## config.mk

```make
export PLATFORM = sky130hd
export DESIGN_NAME = cpu
export DESIGN_NICKNAME = d
export VERILOG_FILES = /design/src/hw/cpu_pkg.sv /design/src/hw/register_file.sv /design/src/hw/alu.sv /design/src/hw/control_unit.sv /design/src/hw/cpu.sv
export SDC_FILE = /design/constraint.sdc
export NUM_CORES = 1
export LEC_CHECK = 0
export BUFFER_PORTS_ARGS = -buffer_cell sky130_fd_sc_hd__buf_2
export CORE_UTILIZATION = 60
export DETAILED_ROUTE_END_ITERATION = 6
export PLACE_DENSITY = 0.76
export SLEW_MARGIN = 15
export SYNTH_ARGS = -nofsm -noshare
export SYNTH_HDL_FRONTEND = slang
export SYNTH_SLANG_ARGS = --single-unit
export TNS_END_PERCENT = 1
```

## constraint.sdc

```tcl
create_clock -name clk -period 10.3 [get_ports clk]
set_input_delay 1.545 -clock clk [delete_from_list [all_inputs] [get_ports clk]]
set_output_delay 1.545 -clock clk [all_outputs]
set_load 0.1 [all_outputs]
```

## src/hw/cpu_pkg.sv

```systemverilog
`default_nettype none

package cpu_pkg;

	localparam int word_width = 16;
	localparam int num_regs = 4;

	// address source
	localparam logic addr_pc = 1'b0;
	localparam logic addr_alu_out = 1'b1;

	// register write-back source
	localparam logic [1:0] wb_alu_out = 2'd0;
	localparam logic [1:0] wb_mdr = 2'd1;
	localparam logic [1:0] wb_pc = 2'd2;

	// destination register select
	localparam logic [1:0] dst_rd = 2'd0;
	localparam logic [1:0] dst_rt = 2'd1;
	localparam logic [1:0] dst_r2 = 2'd2;

	// alu operand a and b sources
	localparam logic srca_pc = 1'b0;
	localparam logic srca_rs = 1'b1;
	localparam logic [1:0] srcb_rt = 2'd0;
	localparam logic [1:0] srcb_one = 2'd1;
	localparam logic [1:0] srcb_imm = 2'd2;
	localparam logic [1:0] srcb_zero = 2'd3;

	// next pc source
	localparam logic [1:0] pcsrc_alu = 2'd0;
	localparam logic [1:0] pcsrc_alu_out = 2'd1;
	localparam logic [1:0] pcsrc_jump = 2'd2;
	localparam logic [1:0] pcsrc_rs = 2'd3;

	typedef enum logic [3:0] {
		op_bne = 4'd0,
		op_beq = 4'd1,
		op_bgz = 4'd2,
		op_blz = 4'd3,
		op_adi = 4'd4,
		op_ori = 4'd5,
		op_lhi = 4'd6,
		op_lwd = 4'd7,
		op_swd = 4'd8,
		op_jmp = 4'd9,
		op_jal = 4'd10,
		op_rtype = 4'd15
	} opcode_t;

	typedef enum logic [5:0] {
		fn_add = 6'd0,
		fn_sub = 6'd1,
		fn_and = 6'd2,
		fn_orr = 6'd3,
		fn_not = 6'd4,
		fn_tcp = 6'd5,
		fn_shl = 6'd6,
		fn_shr = 6'd7,
		fn_jpr = 6'd25,
		fn_jrl = 6'd26,
		fn_wwd = 6'd28,
		fn_hlt = 6'd29
	} funct_t;

	typedef enum logic [3:0] {
		alu_add,
		alu_sub,
		alu_and,
		alu_or,
		alu_not,
		alu_tcp,
		alu_shl,
		alu_shr,
		alu_lhi,
		alu_pass_b
	} alu_op_t;

	typedef enum logic [1:0] {
		br_ne,
		br_eq,
		br_gz,
		br_lz
	} branch_t;

	typedef enum logic [2:0] {
		st_fetch_req,
		st_fetch_wait,
		st_decode,
		st_execute,
		st_mem_req,
		st_mem_wait,
		st_writeback,
		st_halted
	} state_t;

	typedef struct packed {
		logic pc_write;
		logic pc_write_cond;
		logic addr_sel;
		logic mem_read;
		logic mem_write;
		logic ir_write;
		logic reg_write;
		logic [1:0] wb_sel;
		logic [1:0] dst_sel;
		logic a_sel;
		logic [1:0] b_sel;
		logic [1:0] pc_src;
		alu_op_t alu_op;
		branch_t branch;
		logic wwd;
		logic new_inst;
	} ctrl_t;

endpackage

`default_nettype wire

```

## src/hw/register_file.sv

```systemverilog
`default_nettype none

module register_file (
	input logic clk,
	input logic rst_n,
	input logic [1:0] read1,
	input logic [1:0] read2,
	input logic [1:0] write_reg,
	input logic [cpu_pkg::word_width-1:0] write_data,
	input logic reg_write,
	output logic [cpu_pkg::word_width-1:0] read_out1,
	output logic [cpu_pkg::word_width-1:0] read_out2
);
	import cpu_pkg::*;

	logic [word_width-1:0] regs [num_regs];

	always_ff @(posedge clk) begin
		if (!rst_n) begin
			for (int i = 0; i < num_regs; i++) begin
				regs[i] <= '0;
			end
		end else if (reg_write) begin
			regs[write_reg] <= write_data;
		end
	end

	// reads see the old value during a write cycle
	assign read_out1 = regs[read1];
	assign read_out2 = regs[read2];

	a_write_reg_known: assert property (@(posedge clk) disable iff (!rst_n)
		reg_write |-> !$isunknown(write_reg));

endmodule

`default_nettype wire

```

## src/hw/alu.sv

```systemverilog
`default_nettype none

module alu (
	input logic [cpu_pkg::word_width-1:0] a,
	input logic [cpu_pkg::word_width-1:0] b,
	input cpu_pkg::alu_op_t op,
	input cpu_pkg::branch_t branch,
	output logic [cpu_pkg::word_width-1:0] result,
	output logic bcond
);
	import cpu_pkg::*;

	localparam int msb = word_width - 1;

	logic a_zero;

	assign a_zero = (a == '0);

	always_comb begin
		case (op)
			alu_add: result = a + b;
			alu_sub: result = a - b;
			alu_and: result = a & b;
			alu_or: result = a | b;
			alu_not: result = ~a;
			// two's complement of a
			alu_tcp: result = ~a + 1'b1;
			alu_shl: result = {a[msb-1:0], 1'b0};
			// arithmetic shift keeps the sign bit
			alu_shr: result = {a[msb], a[msb:1]};
			alu_lhi: result = {b[7:0], 8'h00};
			alu_pass_b: result = b;
			default: result = b;
		endcase
	end

	// ne and eq compare a with b, gz and lz look at a alone
	always_comb begin
		case (branch)
			br_ne: bcond = (a != b);
			br_eq: bcond = (a == b);
			br_gz: bcond = !a[msb] && !a_zero;
			br_lz: bcond = a[msb];
			default: bcond = 1'b0;
		endcase
	end

endmodule

`default_nettype wire

```

## src/hw/control_unit.sv

```systemverilog
`default_nettype none

module control_unit (
	input logic clk,
	input logic rst_n,
	input cpu_pkg::opcode_t opcode,
	input cpu_pkg::funct_t funct,
	output cpu_pkg::ctrl_t ctrl,
	output logic halted
);
	import cpu_pkg::*;

	state_t state;
	state_t state_next;

	logic is_alu_fn;
	logic is_mem;
	logic is_halt;
	logic needs_wb;

	function automatic alu_op_t funct_to_op(input funct_t f);
		case (f)
			fn_add: return alu_add;
			fn_sub: return alu_sub;
			fn_and: return alu_and;
			fn_orr: return alu_or;
			fn_not: return alu_not;
			fn_tcp: return alu_tcp;
			fn_shl: return alu_shl;
			fn_shr: return alu_shr;
			default: return alu_pass_b;
		endcase
	endfunction

	assign is_alu_fn = funct inside {fn_add, fn_sub, fn_and, fn_orr,
		fn_not, fn_tcp, fn_shl, fn_shr};
	assign is_mem = opcode inside {op_lwd, op_swd};
	assign is_halt = (opcode == op_rtype) && (funct == fn_hlt);
	// instructions that spend a writeback cycle after execute
	assign needs_wb = (opcode inside {op_adi, op_ori, op_lhi, op_jal}) ||
		((opcode == op_rtype) && (is_alu_fn || funct == fn_jrl));

	always_ff @(posedge clk) begin
		if (!rst_n) begin
			state <= st_fetch_req;
		end else begin
			state <= state_next;
		end
	end

	always_comb begin
		case (state)
			st_fetch_req: state_next = st_fetch_wait;
			st_fetch_wait: state_next = st_decode;
			st_decode: state_next = st_execute;
			st_execute: begin
				if (is_mem) begin
					state_next = st_mem_req;
				end else if (is_halt) begin
					state_next = st_halted;
				end else if (needs_wb) begin
					state_next = st_writeback;
				end else begin
					state_next = st_fetch_req;
				end
			end
			// a store finishes in writeback without a register write
			st_mem_req: state_next = (opcode == op_lwd) ? st_mem_wait : st_writeback;
			st_mem_wait: state_next = st_writeback;
			st_writeback: state_next = st_fetch_req;
			st_halted: state_next = st_halted;
			default: state_next = st_fetch_req;
		endcase
	end

	always_comb begin
		ctrl = '0;
		ctrl.alu_op = alu_pass_b;
		ctrl.b_sel = srcb_zero;
		case (opcode)
			op_beq: ctrl.branch = br_eq;
			op_bgz: ctrl.branch = br_gz;
			op_blz: ctrl.branch = br_lz;
			default: ctrl.branch = br_ne;
		endcase
		case (state)
			st_fetch_req: begin
				// request the instruction and bump pc in the same cycle
				ctrl.addr_sel = addr_pc;
				ctrl.mem_read = 1'b1;
				ctrl.a_sel = srca_pc;
				ctrl.b_sel = srcb_one;
				ctrl.alu_op = alu_add;
				ctrl.pc_src = pcsrc_alu;
				ctrl.pc_write = 1'b1;
			end
			st_fetch_wait: ctrl.ir_write = 1'b1;
			st_decode: begin
				// branch target pc+1+imm lands in the alu output register
				ctrl.a_sel = srca_pc;
				ctrl.b_sel = srcb_imm;
				ctrl.alu_op = alu_add;
			end
			st_execute: begin
				ctrl.a_sel = srca_rs;
				case (opcode)
					op_bne, op_beq, op_bgz, op_blz: begin
						ctrl.b_sel = (opcode inside {op_bgz, op_blz}) ? srcb_zero : srcb_rt;
						ctrl.pc_write_cond = 1'b1;
						ctrl.pc_src = pcsrc_alu_out;
						ctrl.new_inst = 1'b1;
					end
					op_adi, op_lwd, op_swd: begin
						ctrl.b_sel = srcb_imm;
						ctrl.alu_op = alu_add;
					end
					op_ori: begin
						ctrl.b_sel = srcb_imm;
						ctrl.alu_op = alu_or;
					end
					op_lhi: begin
						ctrl.b_sel = srcb_imm;
						ctrl.alu_op = alu_lhi;
					end
					op_jmp: begin
						ctrl.pc_write = 1'b1;
						ctrl.pc_src = pcsrc_jump;
						ctrl.new_inst = 1'b1;
					end
					op_jal: ;
					op_rtype: begin
						if (is_alu_fn) begin
							ctrl.b_sel = srcb_rt;
							ctrl.alu_op = funct_to_op(funct);
						end else if (funct == fn_jpr) begin
							ctrl.pc_write = 1'b1;
							ctrl.pc_src = pcsrc_rs;
							ctrl.new_inst = 1'b1;
						end else if (funct == fn_wwd) begin
							ctrl.wwd = 1'b1;
							ctrl.new_inst = 1'b1;
						end else if (funct != fn_jrl) begin
							ctrl.new_inst = 1'b1;
						end
					end
					default: ctrl.new_inst = 1'b1;
				endcase
			end
			st_mem_req: begin
				ctrl.addr_sel = addr_alu_out;
				ctrl.mem_read = (opcode == op_lwd);
				ctrl.mem_write = (opcode == op_swd);
			end
			st_writeback: begin
				ctrl.new_inst = 1'b1;
				ctrl.reg_write = (opcode != op_swd);
				ctrl.wb_sel = wb_alu_out;
				ctrl.dst_sel = dst_rt;
				if (opcode == op_lwd) begin
					ctrl.wb_sel = wb_mdr;
				end else if (opcode == op_jal || (opcode == op_rtype && funct == fn_jrl)) begin
					// link writes the already incremented pc before the jump lands
					ctrl.wb_sel = wb_pc;
					ctrl.dst_sel = dst_r2;
					ctrl.pc_write = 1'b1;
					ctrl.pc_src = (opcode == op_jal) ? pcsrc_jump : pcsrc_rs;
				end else if (opcode == op_rtype) begin
					ctrl.dst_sel = dst_rd;
				end
			end
			default: ;
		endcase
	end

	assign halted = (state == st_halted);

	a_no_read_write: assert property (@(posedge clk) disable iff (!rst_n)
		!(ctrl.mem_read && ctrl.mem_write));

	a_state_legal: assert property (@(posedge clk) disable iff (!rst_n)
		state inside {st_fetch_req, st_fetch_wait, st_decode, st_execute,
			st_mem_req, st_mem_wait, st_writeback, st_halted});

endmodule

`default_nettype wire

```

## src/hw/cpu.sv

```systemverilog
`default_nettype none

module cpu (
	input logic clk,
	input logic rst_n,
	input logic [cpu_pkg::word_width-1:0] data_in,
	output logic read_m,
	output logic write_m,
	output logic [cpu_pkg::word_width-1:0] address,
	output logic [cpu_pkg::word_width-1:0] data_out,
	output logic [cpu_pkg::word_width-1:0] num_inst,
	output logic [cpu_pkg::word_width-1:0] output_port,
	output logic is_halted
);
	import cpu_pkg::*;

	ctrl_t ctrl;
	opcode_t opcode;
	funct_t funct;

	logic [word_width-1:0] pc;
	logic [word_width-1:0] pc_next;
	logic [word_width-1:0] ir;
	logic [word_width-1:0] mdr;
	logic [word_width-1:0] alu_out;

	logic [word_width-1:0] imm_ext;
	logic [word_width-1:0] jump_target;
	logic [word_width-1:0] read_out1;
	logic [word_width-1:0] read_out2;
	logic [word_width-1:0] write_data;
	logic [1:0] write_reg;

	logic [word_width-1:0] alu_a;
	logic [word_width-1:0] alu_b;
	logic [word_width-1:0] alu_result;
	logic bcond;
	logic update_pc;

	assign opcode = opcode_t'(ir[15:12]);
	assign funct = funct_t'(ir[5:0]);

	// ori takes a zero-extended immediate, everything else sign-extends
	assign imm_ext = (opcode == op_ori) ? {8'h00, ir[7:0]} : {{8{ir[7]}}, ir[7:0]};
	// pc already points past the jump here
	assign jump_target = {pc[word_width-1:12], ir[11:0]};

	control_unit i_control_unit (
		.clk(clk),
		.rst_n(rst_n),
		.opcode(opcode),
		.funct(funct),
		.ctrl(ctrl),
		.halted(is_halted)
	);

	always_comb begin
		case (ctrl.dst_sel)
			dst_rd: write_reg = ir[7:6];
			dst_rt: write_reg = ir[9:8];
			default: write_reg = 2'd2;
		endcase
		case (ctrl.wb_sel)
			wb_mdr: write_data = mdr;
			wb_pc: write_data = pc;
			default: write_data = alu_out;
		endcase
	end

	register_file i_register_file (
		.clk(clk),
		.rst_n(rst_n),
		.read1(ir[11:10]),
		.read2(ir[9:8]),
		.write_reg(write_reg),
		.write_data(write_data),
		.reg_write(ctrl.reg_write),
		.read_out1(read_out1),
		.read_out2(read_out2)
	);

	assign alu_a = (ctrl.a_sel == srca_pc) ? pc : read_out1;

	always_comb begin
		case (ctrl.b_sel)
			srcb_rt: alu_b = read_out2;
			srcb_one: alu_b = 16'd1;
			srcb_imm: alu_b = imm_ext;
			default: alu_b = '0;
		endcase
	end

	alu i_alu (
		.a(alu_a),
		.b(alu_b),
		.op(ctrl.alu_op),
		.branch(ctrl.branch),
		.result(alu_result),
		.bcond(bcond)
	);

	always_comb begin
		case (ctrl.pc_src)
			pcsrc_alu: pc_next = alu_result;
			pcsrc_alu_out: pc_next = alu_out;
			pcsrc_jump: pc_next = jump_target;
			default: pc_next = read_out1;
		endcase
	end

	assign update_pc = ctrl.pc_write || (ctrl.pc_write_cond && bcond);

	always_ff @(posedge clk) begin
		if (!rst_n) begin
			pc <= '0;
		end else if (update_pc) begin
			pc <= pc_next;
		end
	end

	// mdr and alu output register simply follow their sources each cycle
	always_ff @(posedge clk) begin
		if (ctrl.ir_write) begin
			ir <= data_in;
		end
		mdr <= data_in;
		alu_out <= alu_result;
	end

	// memory strobes decode straight from the controller state
	// no read request while reset is held
	assign read_m = rst_n && ctrl.mem_read;
	assign write_m = ctrl.mem_write;
	assign address = (ctrl.addr_sel == addr_alu_out) ? alu_out : pc;
	assign data_out = read_out2;

	always_ff @(posedge clk) begin
		if (!rst_n) begin
			num_inst <= '0;
			output_port <= '0;
		end else begin
			if (ctrl.new_inst) begin
				num_inst <= num_inst + 1'b1;
			end
			if (ctrl.wwd) begin
				output_port <= read_out1;
			end
		end
	end

	a_read_single_cycle: assert property (@(posedge clk) disable iff (!rst_n)
		read_m |=> !read_m);

endmodule

`default_nettype wire

```

Word level (Yosys, flattened, before mapping) --
Memory sizes are Yosys's and may differ from the RTL's. A register that Yosys moved wholly into a read port is not among the register bits. Index checks and enable logic that the tools add are counted.
Word-level totals: register bits after elaboration 99, latch bits 0, bits in writable memories 64, bits in read-only memories 24, input port bits 18, memories kept 2
Operators by class: $add $sub $neg 4, multipliers 0, div/mod/pow operators 0, magnitude comparators 0, equality and inequality tests 51, shift operators 0, muxes and demuxes 67, bitwise operators 4, reductions and logical operators 33
Memories:
- i_register_file.regs | words 4, bits a word 16, rd ports 2, clocked after Yosys merged registers in 2, write ports 4, line register_file.sv:16 | logic [word_width-1:0] regs [num_regs];
- (no name shown) | words 8, bits a word 3, rd ports 1, clocked after Yosys merged registers in 1, write ports 0, line control_unit.sv:22 | case (f)
Operator list (number):
- $pmux W16 S9 | 1
- $pmux W16 S3 | 2
- $mux W16 | 4
- $add A16 B1 Y16 const B | 2
- $eq A4 B3 Y1 const B | 8
- $pmux W16 S2 | 1
- $mux W2 | 15
- $eq A6 B3 Y1 const B | 4
- $eq A6 B5 Y1 const B | 4
- $pmux W3 S8 | 1
- $mux W1 | 22
- $eq A4 B4 Y1 const B | 5
- $pmux W2 S3 | 3
- $add A16 B16 Y16 | 1
- $and A16 B16 Y16 | 1
- $eq A16 B16 Y1 | 1
- $eq A4 B2 Y1 const B | 4
- $logic_not A16 Y1 | 1
- $ne A16 B16 Y1 | 1
- $not A16 Y16 | 1
- $or A16 B16 Y16 | 1
- $pmux W4 S4 | 1
- $reduce_or A16 Y1 | 1
- $sub A16 B16 Y16 | 1
- 36 further kinds | 73

Logic depth before layout (Yosys ltp) --
word-level depth 13, gate-level depth with buffers 19, mapped depth without buffers 17

Cells and area by module --
Synthesis repeated with hierarchy kept, for this count alone.
Second synthesis, totals: cells, all modules 1213, area total of the unflattened synthesis 11574.9 sq um
Modules (own cells, without submodules):
- cpu | times used 1, cells an instance 412, area each 4340.4 sq um
- alu | times used 1, cells an instance 507, area each 3280.6 sq um
- register_file | times used 1, cells an instance 186, area each 3273.1 sq um
- control_unit | times used 1, cells an instance 108, area each 680.7 sq um

Worst setup path before layout --
Ideal clock, no wire load.
kind reg2out, start register i_control_unit.state[2], end output port write_m, data arrival time 3208 ps, data required time 8755 ps, setup slack 5547 ps, cell stages (with the launch flop) 5, path buffers 2, cell sequence dfxtp_1 -> clkbuf_1 -> inv_1 -> clkbuf_1 -> nor3_1
Between the ends: cells in the longest elaborated chain, start to end 2
RTL lines:
- start, declared | line control_unit.sv:13 | state_t state;
- start signal, assigned | line control_unit.sv:45 | state <= st_fetch_req;
- start signal, assigned | line control_unit.sv:47 | state <= state_next;
- $eq A3 B3 Y1 | line control_unit.sv:86 | case (state)
- $mux W1 | line control_unit.sv:86
- end, declared | line cpu.sv:8 | output logic write_m,
No other way between the ends.

Final worst setup path --
start register ir[14], end register pc[15]
Between the ends: cells in the longest elaborated chain, start to end 12, elaborated cells on any way between the ends 69
RTL lines:
- start, declared | line cpu.sv:23 | logic [word_width-1:0] ir;
- start signal, assigned | line cpu.sv:124 | ir <= data_in;
- parallel branches: the longest is 12 deep, another holds $sub A16 B16 Y16
- end signal, assigned | line cpu.sv:117 | pc <= pc_next;
- end, declared | line cpu.sv:21 | logic [word_width-1:0] pc;
Parallel ways; which one is timed is not known. A chain may end at the register's enable or synchronous reset.

==> impl_metrics.ini <==
[global_route]
grt_antenna_before_repair = 0
track_usage_pct = 40.4
grt_overflow_total = 0
grt_max_degree = 69
grt_pass1_wl_um = 60700
grt_pass1_vias = 10200

[final_layout]
final_cell_mix = 161 x nor2_1, 115 x nand2_1, 90 x dfxtp_1
antenna-diode-count = 0
final_common_cell = nor2_1
nets = 1423
register_area_um2 = 4200
drive_gt1_share_pct = 16.6
synthToLayoutAreaGrowth_pct = 9.61
fillCellCount = 1578
multi_input_area_um2 = 7080

[floorplanning]
coreArea_um2 = 19400
die_w_um = 143
die_h_um = 143
io_pins = 85
die-area_um2 = 20400
start_util_pct = 61.2
rows = 51

[placed_design]
dp_hpwl_um = 30000
gp_congestion = 1.02
io_buffers = 84
post-place-ws_ns = 4.85

[critical_path]
cp.arrival_ns = 5.84
required_ns = 10.61
max_stage_delay_ns = 0.87
cp_cell_sequence = nor2b_1 > o31a_1 > nor2_1 > nor3_1 > a21o_1 > inv_1 > ha_1 > nand4_1 > a2111oi_0 > nor2_1 > a31o_2 > o21ai_0 > xor2_1 > a221oi_1 > a21oi_1
path_buf_inv = 1
cp_common_cell = nor2_1
critical_path.top_delay_family = compound AO/OA/AOI/OAI gates
critPathMaxFanout = 18
cp_slowest_cell = nor3_1
cp-start-kind = register
worstSetupPathType = register to register
endpoint_kind = register

[sta]
slew_violations = 0
setup-tns-final_ns = 0
final-hold-violation-count = 0
max_freq_mhz = 181
period_share_pct = 53.7
worstMarginPinSlew_ns = 1.20
finClkSkew_ns = 0.0124
relSlewSlack_pct = 19.5
setup_violations = 0
rsz0062_at_grt = no
period_minus_slack_ns = 5.53
setup_slack_ns = 4.77

[synthesis]
ys_seq_elements = 170
yosys.cell_types.count = 91
async_flop_share_pct = 0
synth-seq-area-share_pct = 35.4
synth_edf_count = 80
synth_warnings = 0
syn_nets = 1384
syn_avg_cell_area_um2 = 9.04
netlist_area_um2 = 11900
syn_inst = 1313
ys.flop_type = dfxtp_1

[routing]
vias_per_cell = 6.79
finalWirelength_um = 40100
antenna_left = 0
wire_per_inst_um = 24.6
drt_first_pass_iters = 5
via_count = 11100
drc = 0
drt_iter0_markers = 1444

[power]
swShare_pct = 45.0
p_leak_nw = 5.07
p_per_area_nw_per_um2 = 226
p_sw_mw = 1.32
ir_drop_mv = 0.137
comb_power_share_pct = 47.0
seqPwrFrac_pct = 29.3
p_int_mw = 1.61
p_clk_share_pct = 23.7

[clock_network]
cts_tree = built
clockBufferDepth = 2
cts_max_level = 4
path_clk_slew_ns = 0.07
cts-buffers-inserted = 17
clockRootBuffer = clkbuf_16
holdBufCountCts = 0
postCtsResizedCells = 0
clkLatencyLatePin_ns = 0.44
cts_setup_buffers = 0
cts_sinks = 170

[job]
max_cap_viol_count = 0

[min_path]
hold_path.class = register to register

[status]
outcome = complete, no violations
layer usage:
layer	vias to the layer above	global-route usage [%]	wire length, um
li1	4929	-	-
met1	5303	55.4	16000
met2	722	63.0	17900
met3	120	5.23	4120
met4	0	20.7	2070
met5	-	0	0
power by group through the flow:
stage               clock, mW  sequential, mW  combinational, mW
finish                  0.695           0.861               1.38
global route            0.718           0.867               1.45
CTS                     0.694           0.855               1.34
detailed placement          0           0.868               1.33
global placement            0           0.866               1.33
floorplan                   0           0.834               1.03
path summary, 6_finish.rpt:
path,start,endpoint,slack (ns),cells past startpoint
min reg2reg,output_port[8],output_port[8],0.47,2
max,ir[14],pc[15],4.77,15
max reg2reg,ir[14],pc[15],4.77,15
min,output_port[8],output_port[8],0.47,2
area by class of cell:
type                       count  area share (%)
multi-input combinational   1000            54.4
sequential                   170            32.3
timing repair buffer          99            4.10
clock buffer                  18            3.30
tap                          265            2.55
inverter                      64            1.85
clock inverter                14            1.55
cell usage after synthesis, types with 17 or more instances:
master,number,share of area [%]
a22oi_1,23,1.5
mux2i_1,32,2.7
nor3_1,34,1.4
nand2_1,115,3.6
xnor2_1,22,1.6
a21oi_1,71,3.0
nor2_1,162,5.1
nand3_1,26,1.1
dfxtp_1,90,15
mux2_2,30,2.8
mux4_2,30,5.7
inv_1,64,2.0
or3_1,19,1.0
o21ai_0,64,2.7
ha_1,51,5.4
buf_2,17,0.72
nand4_1,20,1.1
and2_1,19,1.0
edfxtp_1,80,20
clkbuf_1,51,1.6
a21boi_0,25,1.6
tightest hold or removal path, delay by kind of cell, from the launching register on:
kind	cells	cell delay (ns)
compound gates	1	0.06
flops	1	0.31
simple gates	1	0.05
registers in the layout, indices dropped and copies added, names as in the netlist, named ones only:
signal and count:
num_inst 16, ir 16, output_port 16, mdr 16
alu_out 16, pc 16, i_control_unit.state 3, i_register_file.regs 64
metrics by stage:
| step | hold slack [ns] | utilization, % | cells | area, um2 | total power [mW] |
|---|---|---|---|---|---|
| after CTS | 0.463 | 67.1 | 1630 | 13000 | 2.89 |
| after global routing | 0.495 | 67.1 | 1630 | 13000 | 3.04 |
| after global placement | 0.451 | 63.8 | 1598 | 12400 | 2.19 |
| after detailed placement | 0.454 | 63.8 | 1598 | 12400 | 2.20 |
| after floorplan | 0.467 | - | 1313 | 11900 | 1.86 |
| final | 0.466 | 67.1 | 1630 | 13000 | 2.94 |
cells by family (layout without fill, tap and decap cells):
kind of cell	after synthesis	count (layout)	share of synthesized area [%]
XOR/XNOR	26	26	1.92
AND/OR/NAND/NOR	475	475	19.4
flip-flops	170	170	35.4
multiplexers	94	94	11.5
AO/OA/AOI/OAI	352	352	20.9
adder cells (fa/ha/maj)	53	53	5.71
buffers and inverters	143	195	5.14
Power figures use the tool's default switching activity.
